$ cat src/nandWriteDefs_defs.svh
`ifndef NAND_WRITE_DEFS_SVH
`define NAND_WRITE_DEFS_SVH

// channel geometry
`define NAND_NUM_WAYS 4
`define NAND_DATA_WIDTH 16

// host word buffer entries
`define NAND_FIFO_DEPTH 8

// write preamble in clock cycles before the first beat
`define NAND_TDQSS_CYCLES 2

// write postamble after the last beat
`define NAND_TWPST_CYCLES 2

`endif

$ cat src/nandWritePkg.sv
`include "nandWriteDefs_defs.svh"

package nandWritePkg;

    typedef logic [`NAND_NUM_WAYS-1:0] wayMaskT;
    typedef logic [2*`NAND_NUM_WAYS-1:0] chipEnableT; // both CE halves

    typedef logic [`NAND_DATA_WIDTH-1:0] dataWordT;
    typedef logic [15:0] byteCountT;

    // pin side
    typedef logic [31:0] dqBusT;
    typedef logic [7:0] strobeT;

    typedef enum logic [2:0] {
        SEQ_IDLE,
        SEQ_LATCH,
        SEQ_PREAMBLE,
        SEQ_BURST,      // serializer owns the data
        SEQ_POSTAMBLE,
        SEQ_FINISH
    } seqStateT;

endpackage

$ cat src/nandCommandSequencer.sv
`timescale 1ns/10ps
`include "nandWriteDefs_defs.svh"

module nandCommandSequencer (
    input  logic                     iSystemClock,
    input  logic                     arstN,
    input  logic                     iStart,
    input  nandWritePkg::wayMaskT    iTargetWay,
    input  nandWritePkg::byteCountT  iNumOfData,
    input  logic                     burstAck,
    output logic                     oReady,
    output logic                     oLastStep,
    output nandWritePkg::chipEnableT oChipEnable,
    output logic                     burstReq,
    output nandWritePkg::byteCountT  burstLength
);
    import nandWritePkg::*;

    localparam logic [3:0] PreambleLoad = 4'(`NAND_TDQSS_CYCLES - 1);
    localparam logic [3:0] PostambleLoad = 4'(`NAND_TWPST_CYCLES - 1);

    seqStateT   state;
    wayMaskT    targetWay;
    logic       ceActive;
    logic [3:0] timer;   // shared by preamble and postamble

    assign oChipEnable = ceActive ? {targetWay, targetWay} : '0;

    // command capture
    always_ff @(posedge iSystemClock) begin
        if (oReady && iStart) begin
            targetWay   <= iTargetWay;
            burstLength <= iNumOfData;
        end
    end

    always_ff @(posedge iSystemClock or negedge arstN) begin
        if (!arstN) begin
            state     <= SEQ_IDLE;
            oReady    <= 1'b0;
            oLastStep <= 1'b0;
            ceActive  <= 1'b0;
            burstReq  <= 1'b0;
            timer     <= '0;
        end else begin
            case (state)
                SEQ_IDLE: begin
                    if (oReady && iStart) begin
                        oReady   <= 1'b0;
                        ceActive <= 1'b1;
                        state    <= SEQ_LATCH;
                    end else begin
                        oReady <= 1'b1;
                    end
                end
                SEQ_LATCH: begin
                    timer <= PreambleLoad;
                    state <= SEQ_PREAMBLE;
                end
                SEQ_PREAMBLE: begin
                    // previous handshake must be fully closed
                    if (timer == '0 && !burstAck) begin
                        burstReq <= 1'b1;
                        state    <= SEQ_BURST;
                    end else if (timer != '0) begin
                        timer <= timer - 1'b1;
                    end
                end
                SEQ_BURST: begin
                    if (burstAck) begin
                        burstReq <= 1'b0;
                        timer    <= PostambleLoad;
                        state    <= SEQ_POSTAMBLE;
                    end
                end
                SEQ_POSTAMBLE: begin
                    if (timer == '0) begin
                        oLastStep <= 1'b1;
                        state     <= SEQ_FINISH;
                    end else begin
                        timer <= timer - 1'b1;
                    end
                end
                SEQ_FINISH: begin
                    oLastStep <= 1'b0;   // single cycle pulse
                    ceActive  <= 1'b0;
                    oReady    <= 1'b1;
                    state     <= SEQ_IDLE;
                end
                default: begin
                    state <= SEQ_IDLE;
                end
            endcase
        end
    end

    // serializer counts against this value for the whole burst
    burstLengthHeld: assert property (@(posedge iSystemClock) disable iff (!arstN)
        burstReq |=> !burstReq || $stable(burstLength))
        else $error("burstLength changed during an open burst request");

endmodule

$ cat src/nandDataOutputSync.sv
`timescale 1ns/10ps

module nandDataOutputSync (
    input  logic                     iSystemClock,
    input  logic                     arstN,
    input  logic                     iStart,
    input  nandWritePkg::wayMaskT    iTargetWay,
    input  nandWritePkg::byteCountT  iNumOfData,
    output logic                     oReady,
    output logic                     oLastStep,
    input  nandWritePkg::dataWordT   iWriteData,
    input  logic                     iWriteValid,
    output logic                     oWriteReady,
    output nandWritePkg::dqBusT      oDq,
    output nandWritePkg::strobeT     oDqStrobe,
    output nandWritePkg::chipEnableT oChipEnable
);
    import nandWritePkg::*;

    dataWordT  fifoData;
    logic      fifoValid;
    logic      fifoPop;
    logic      burstReq;   // four-phase burst handover
    logic      burstAck;
    byteCountT burstLength;

    nandCommandSequencer commandSequencer (
        .iSystemClock (iSystemClock),
        .arstN        (arstN),
        .iStart       (iStart),
        .iTargetWay   (iTargetWay),
        .iNumOfData   (iNumOfData),
        .burstAck     (burstAck),
        .oReady       (oReady),
        .oLastStep    (oLastStep),
        .oChipEnable  (oChipEnable),
        .burstReq     (burstReq),
        .burstLength  (burstLength)
    );

    nandWriteFifo writeFifo (
        .iSystemClock (iSystemClock),
        .arstN        (arstN),
        .iWriteData   (iWriteData),
        .iWriteValid  (iWriteValid),
        .fifoPop      (fifoPop),
        .oWriteReady  (oWriteReady),
        .fifoData     (fifoData),
        .fifoValid    (fifoValid)
    );

    nandDqSerializer dqSerializer (
        .iSystemClock (iSystemClock),
        .arstN        (arstN),
        .burstReq     (burstReq),
        .burstLength  (burstLength),
        .fifoData     (fifoData),
        .fifoValid    (fifoValid),
        .fifoPop      (fifoPop),
        .burstAck     (burstAck),
        .oDq          (oDq),
        .oDqStrobe    (oDqStrobe)
    );

endmodule

$ cat src/nandDqSerializer.sv
`timescale 1ns/10ps

module nandDqSerializer (
    input  logic                    iSystemClock,
    input  logic                    arstN,
    input  logic                    burstReq,
    input  nandWritePkg::byteCountT burstLength,
    input  nandWritePkg::dataWordT  fifoData,
    input  logic                    fifoValid,
    output logic                    fifoPop,
    output logic                    burstAck,
    output nandWritePkg::dqBusT     oDq,
    output nandWritePkg::strobeT    oDqStrobe
);
    import nandWritePkg::*;

    localparam strobeT BeatStrobe = 8'b0000_1100;

    byteCountT  byteCount;
    logic       bytesLeft;
    logic [7:0] upperByte;
    logic [7:0] lowerByte;

    assign upperByte = fifoData[15:8];
    assign lowerByte = fifoData[7:0];
    assign bytesLeft = (byteCount < burstLength);

    // take every word the FIFO offers until the burst is complete
    assign fifoPop = burstReq && !burstAck && bytesLeft && fifoValid;

    always_ff @(posedge iSystemClock or negedge arstN) begin
        if (!arstN) begin
            byteCount <= '0;
            burstAck  <= 1'b0;
            oDqStrobe <= '0;
        end else begin
            oDqStrobe <= fifoPop ? BeatStrobe : '0;   // zero between beats
            if (fifoPop) begin
                byteCount <= byteCount + 16'd2;
            end
            if (burstReq && !burstAck && !bytesLeft) begin
                burstAck <= 1'b1;
            end else if (burstAck && !burstReq) begin
                burstAck  <= 1'b0;
                byteCount <= '0;
            end
        end
    end

    // holds last beat during gaps
    always_ff @(posedge iSystemClock) begin
        if (fifoPop) begin
            oDq <= {upperByte, upperByte, lowerByte, lowerByte};
        end
    end

    ackOnlyUnderReq: assert property (@(posedge iSystemClock) disable iff (!arstN)
        $rose(burstAck) |-> burstReq)
        else $error("burstAck raised without a burst request");

endmodule

$ cat src/nandWriteFifo.sv
`timescale 1ns/10ps
`include "nandWriteDefs_defs.svh"

module nandWriteFifo (
    input  logic                   iSystemClock,
    input  logic                   arstN,
    input  nandWritePkg::dataWordT iWriteData,
    input  logic                   iWriteValid,
    input  logic                   fifoPop,
    output logic                   oWriteReady,
    output nandWritePkg::dataWordT fifoData,
    output logic                   fifoValid
);
    import nandWritePkg::*;

    localparam int Depth = `NAND_FIFO_DEPTH;
    localparam int AddrWidth = $clog2(Depth);
    localparam logic [AddrWidth:0] FullCount = (AddrWidth + 1)'(Depth);

    dataWordT             mem [Depth];
    logic [AddrWidth-1:0] wrPtr;
    logic [AddrWidth-1:0] rdPtr;
    logic [AddrWidth:0]   count;
    logic [AddrWidth:0]   nextCount;
    logic                 push;

    function automatic logic [AddrWidth-1:0] nextPtr(input logic [AddrWidth-1:0] ptr);
        return (ptr == AddrWidth'(Depth - 1)) ? '0 : ptr + 1'b1;
    endfunction

    assign push      = iWriteValid && oWriteReady;
    assign fifoData  = mem[rdPtr];   // head word without read latency
    assign fifoValid = (count != '0);

    always_comb begin
        nextCount = count;
        if (push && !fifoPop) begin
            nextCount = count + 1'b1;
        end else if (!push && fifoPop) begin
            nextCount = count - 1'b1;
        end
    end

    always_ff @(posedge iSystemClock) begin
        if (push) begin
            mem[wrPtr] <= iWriteData;
        end
    end

    always_ff @(posedge iSystemClock or negedge arstN) begin
        if (!arstN) begin
            wrPtr       <= '0;
            rdPtr       <= '0;
            count       <= '0;
            oWriteReady <= 1'b0;
        end else begin
            if (push) wrPtr <= nextPtr(wrPtr);
            if (fifoPop) rdPtr <= nextPtr(rdPtr);
            count       <= nextCount;
            oWriteReady <= (nextCount != FullCount);   // registered full flag
        end
    end

    noPopWhenEmpty: assert property (@(posedge iSystemClock) disable iff (!arstN)
        fifoPop |-> fifoValid)
        else $error("pop from empty write FIFO");

    noOverfill: assert property (@(posedge iSystemClock) disable iff (!arstN)
        count <= FullCount)
        else $error("write FIFO occupancy above depth");

endmodule

$ cat config.mk
export PLATFORM = sky130hd
export DESIGN_NAME = nandDataOutputSync
export DESIGN_NICKNAME = d
export VERILOG_FILES = /design/src/nandWritePkg.sv /design/src/nandCommandSequencer.sv /design/src/nandDataOutputSync.sv /design/src/nandDqSerializer.sv /design/src/nandWriteFifo.sv
export VERILOG_INCLUDE_DIRS = /design/src /design/src/src
export SDC_FILE = /design/constraint.sdc
export NUM_CORES = 1
export LEC_CHECK = 0
export BUFFER_PORTS_ARGS = -buffer_cell sky130_fd_sc_hd__buf_2
export CORE_UTILIZATION = 30
export CTS_CLUSTER_SIZE = 24
export DETAILED_ROUTE_END_ITERATION = 6
export SETUP_SLACK_MARGIN = 0.5
export SYNTH_ARGS = -nofsm -noshare
export SYNTH_HDL_FRONTEND = slang
export SYNTH_HIERARCHICAL = 1
export SYNTH_SLANG_ARGS = --single-unit
$ cat constraint.sdc
create_clock -name iSystemClock -period 2.9 [get_ports iSystemClock]
set_input_delay 0.29 -clock iSystemClock [delete_from_list [all_inputs] [get_ports iSystemClock]]
set_output_delay 0.29 -clock iSystemClock [all_outputs]
set_load 0.03 [all_outputs]
==> results.json <==
{
  "start_util_pct": 30.70,
  "arrival_ns": 3.08,
  "timing.rr.end": "writeFifo/rdPtr[2]$_DFFE_PN0P_",
  "tightest_slew_ns": 0.9502,
  "port_buffers": 84,
  "min_period_over_period_pct": 93.13,
  "die_w_um": 173.9,
  "required_ns": 3.28,
  "yosysSeqAreaShare_pct": 66.60,
  "netlist_instances": 532,
  "clk_path_buf_depth": 3,
  "drt_wl_total_um": 17180,
  "grt_max_degree": 40,
  "area_growth_pct": 24.32,
  "path_clk_slew_ns": 0.06,
  "grt_pass1_vias": 4929,
  "finalSetupTns_ns": 0,
  "crit_fanout": 7,
  "synth_top_area_share_pct": 55.59,
  "irDropWorstVdd_mv": 0.3645,
  "yosysWarnings": 6,
  "synthTopCellsByArea": "edfxtp_1, dfrtp_1, mux4_1",
  "leakage_uw": 0.004218,
  "antenna_found_initial": 1,
  "timing.rr.start": "dqSerializer/byteCount[15]$_DFF_PN0_",
  "grt_pass1_wl_um": 26520,
  "critPathLaunchType": "register",
  "maxCapViolCount": 0,
  "rsz0062_at_grt": "true",
  "die_h_um": 173.9,
  "h-tree-depth": 1,
  "synthArstFlopShare_pct": 19.21,
  "synth_flop_cell": "edfxtp_1",
  "powerDensity_nw_per_um2": 934.4,
  "nNetsFinal": 728,
  "fin_skew_ns": 0.01116,
  "hpwlAfterDp_um": 10040,
  "ys_seq_elements": 203,
  "timing.fmax_ghz": 0.3703,
  "ant_nets": 0,
  "fill_cells": 2677,
  "coreArea_um2": 28860,
  "synth_area_leader_cell": "edfxtp_1",
  "worst_slack_ns": 0.1993,
  "cp-end-kind": "register",
  "dieArea_um2": 30220,
  "cts.sinks": 203,
  "syn_area_per_cell_um2": 16.65,
  "hold_depth": 1,
  "wl_per_cell_um": 16.16,
  "num_io_pins": 91,
  "drt_pass1_iterations": 4,
  "reg2regPathDepth": 11,
  "first_iter_violations": 349,
  "cts_tree": "yes",
  "setup_viol": 0,
  "rows": 62,
  "min_from": "iWriteData[11]",
  "viasPerCell": 4.579,
  "clk_latency_ns": 0.51,
  "hold_viol": 0,
  "dp_slack_ns": 0.05744,
  "synth_edf_count": 164,
  "gp_congestion": 0.7698,
  "drive_gt1_share_pct": 32.70,
  "diodes": 0,
  "cts-buffers-inserted": 22,
  "drc_errors": 0,
  "critical_path_class": "register to register",
  "yosys.cell_types.count": 58,
  "vias": 4867,
  "hp-class": "input port to register",
  "netlist_area_um2": 8860,
  "status": "complete, no violations",
  "maxSlewHeadroom_pct": 36.66,
  "period_minus_slack_ns": 2.701,
  "reg2reg_slack_ns": 0.20,
  "drv_slew": 0,
  "grt_use_total_pct": 11.11,
  "grt-ovfl-total": 0,
  "hold_end": "writeFifo/mem[5][11]$_DFFE_PP_",
  "cts-root-buf": "clkbuf_16"
}
[metrics by stage]
step                      area [um2]  util, %  hold WS, ns  total power (uW)  cells
final                          11010    38.17      0.05195             10290   1063
after global routing           11010    38.17      0.04996             10860   1063
after CTS                      10740    37.22      0.03477             10290   1049
after detailed placement        9684    33.56       0.4688              7488    978
after global placement          9684    33.56       0.4660              7440    978
after floorplan                 8950        -    -0.005591              6757    537
[layer usage]
| layer | wire [um] | GRT usage [%] | part of all wire [%] | up-vias |
|---|---|---|---|---|
| met2 | 8671 | 19.03 | 50 | 73 |
| met4 | 363 | 3.728 | 2.1 | 2 |
| met5 | 8 | 0 | 0.047 | - |
| met1 | 7509 | 14.19 | 44 | 2442 |
| li1 | - | - | - | 2316 |
| met3 | 622 | 1.930 | 3.6 | 34 |
[cells by family (layout without fill, tap and decap cells)]
family | Yosys count | count (layout) | share of synthesized area (%)
AOI/OAI and AO/OA | 42 | 42 | 3.107
muxes | 71 | 71 | 14.12
and+or+nand+nor | 116 | 116 | 7.386
adders and majority gates | 25 | 25 | 3.531
xor gates and xnor gates | 4 | 4 | 0.4803
buffers and inverters | 70 | 212 | 4.731
DFF | 203 | 203 | 66.60
other | 1 | 6 | 0.04233
[sequential cells by signal, summed over array words and instances (netlist names)]
signal / cells
writeFifo/wrPtr: 3
commandSequencer/oReady: 1
commandSequencer/ceActive: 1
writeFifo/rdPtr: 3
writeFifo/count: 4
dqSerializer/oDqStrobe: 1
commandSequencer/burstLength: 16
commandSequencer/burstReq: 1
writeFifo/mem: 128
writeFifo/oWriteReady: 1
dqSerializer/oDq: 16
commandSequencer/state: 3
dqSerializer/byteCount: 15
commandSequencer/targetWay: 4
commandSequencer/timer: 4
dqSerializer/burstAck: 1
commandSequencer/oLastStep: 1
[cells in the final DEF (no fill, tap or decap), drive strengths merged, types with 2 or more instances in the layout]
cell type,count
a21o,2
nand2b,13
or4,4
mux2i,17
mux2,22
inv,24
a21boi,2
a21oi,10
nor3b,2
ha,25
or3,4
conb,6
o21ai,10
dlygate4sd3,21
nor2b,2
xnor2,3
clkinv,13
nor2,11
nand2,29
nand3,9
o211ai,4
and2,5
clkbuf,27
nand3b,2
nor3,6
nor4,9
edfxtp,164
nand4,9
mux4,32
o221ai,2
and4,2
buf,125
dfrtp,39
and3,3
o31ai,3
[worst max-delay path, cell delays in order, from the launching register on]
cell	delay, ns
dfrtp_1	0.42
ha_4	0.26
nand4_1	0.14
nor3_1	0.07
or4_4	0.50
a21oi_4	0.15
nand4_1	0.19
clkinvlp_4	0.17
buf_4	0.11
buf_4	0.10
buf_12	0.13
mux2_2	0.33
[worst max path at each step]
stage | start | end | slack [ns]
global placement | dqSerializer/byteCount[9]$_DFF_PN0_ | writeFifo/oWriteReady$_DFF_PN0_ | 0.16
floorplan | dqSerializer/byteCount[15]$_DFF_PN0_ | writeFifo/oWriteReady$_DFF_PN0_ | -0.05
detailed placement | dqSerializer/byteCount[9]$_DFF_PN0_ | writeFifo/oWriteReady$_DFF_PN0_ | 0.06
global route | dqSerializer/byteCount[12]$_DFF_PN0_ | writeFifo/oWriteReady$_DFF_PN0_ | 0.05
CTS | dqSerializer/byteCount[12]$_DFF_PN0_ | writeFifo/oWriteReady$_DFF_PN0_ | 0.27
finish | dqSerializer/byteCount[15]$_DFF_PN0_ | writeFifo/rdPtr[2]$_DFFE_PN0P_ | 0.20
[cells in the mapped netlist (all sizes together), types with 3 or more instances]
cell type and instances:
clkbuf 9, o211ai 4, mux2i 17, mux4 32, nor3 6, edfxtp 164
xnor2 3, nand2b 13, nand2 29, a21oi 10, or4 4, inv 25
ha 25, and3 3, nand3 9, o31ai 3, buf 36, and2 5
nand4 9, mux2 22, nor2 11, nor4 9, o21ai 10, or3 4
dfrtp 39
[final cells by class]
class | count | area [um2] | area share (%)
sequential | 203 | 5902 | 53.58
multi-input combinational | 264 | 2850 | 25.88
timing repair buffer | 147 | 1017 | 9.236
clock buffer | 26 | 565.5 | 5.135
tap | 384 | 480.5 | 4.362
clock inverter | 14 | 101.3 | 0.9201
inverter | 25 | 97.59 | 0.8861
[power breakdown]
| part | total [uW] | leakage, uW | switching (uW) | internal, uW |
|---|---|---|---|---|
| Sequential | 4250 | 0.00199 | 369 | 3880 |
| Clock | 2580 | 0.000334 | 1100 | 1480 |
| Combinational | 3460 | 0.00189 | 1920 | 1540 |
| Total | 10300 | 0.00422 | 3390 | 6900 |
[repair_timing]
action,CTS,global route
endpoints found under the setup margin,31,36
resized for setup,21,23
buffers inserted,10,13
gates cloned,0,1
hold endpoints to repair,59,0
hold buffers,21,0
pin swaps,4,12
No activity file was read; power rests on OpenSTA's default activity.
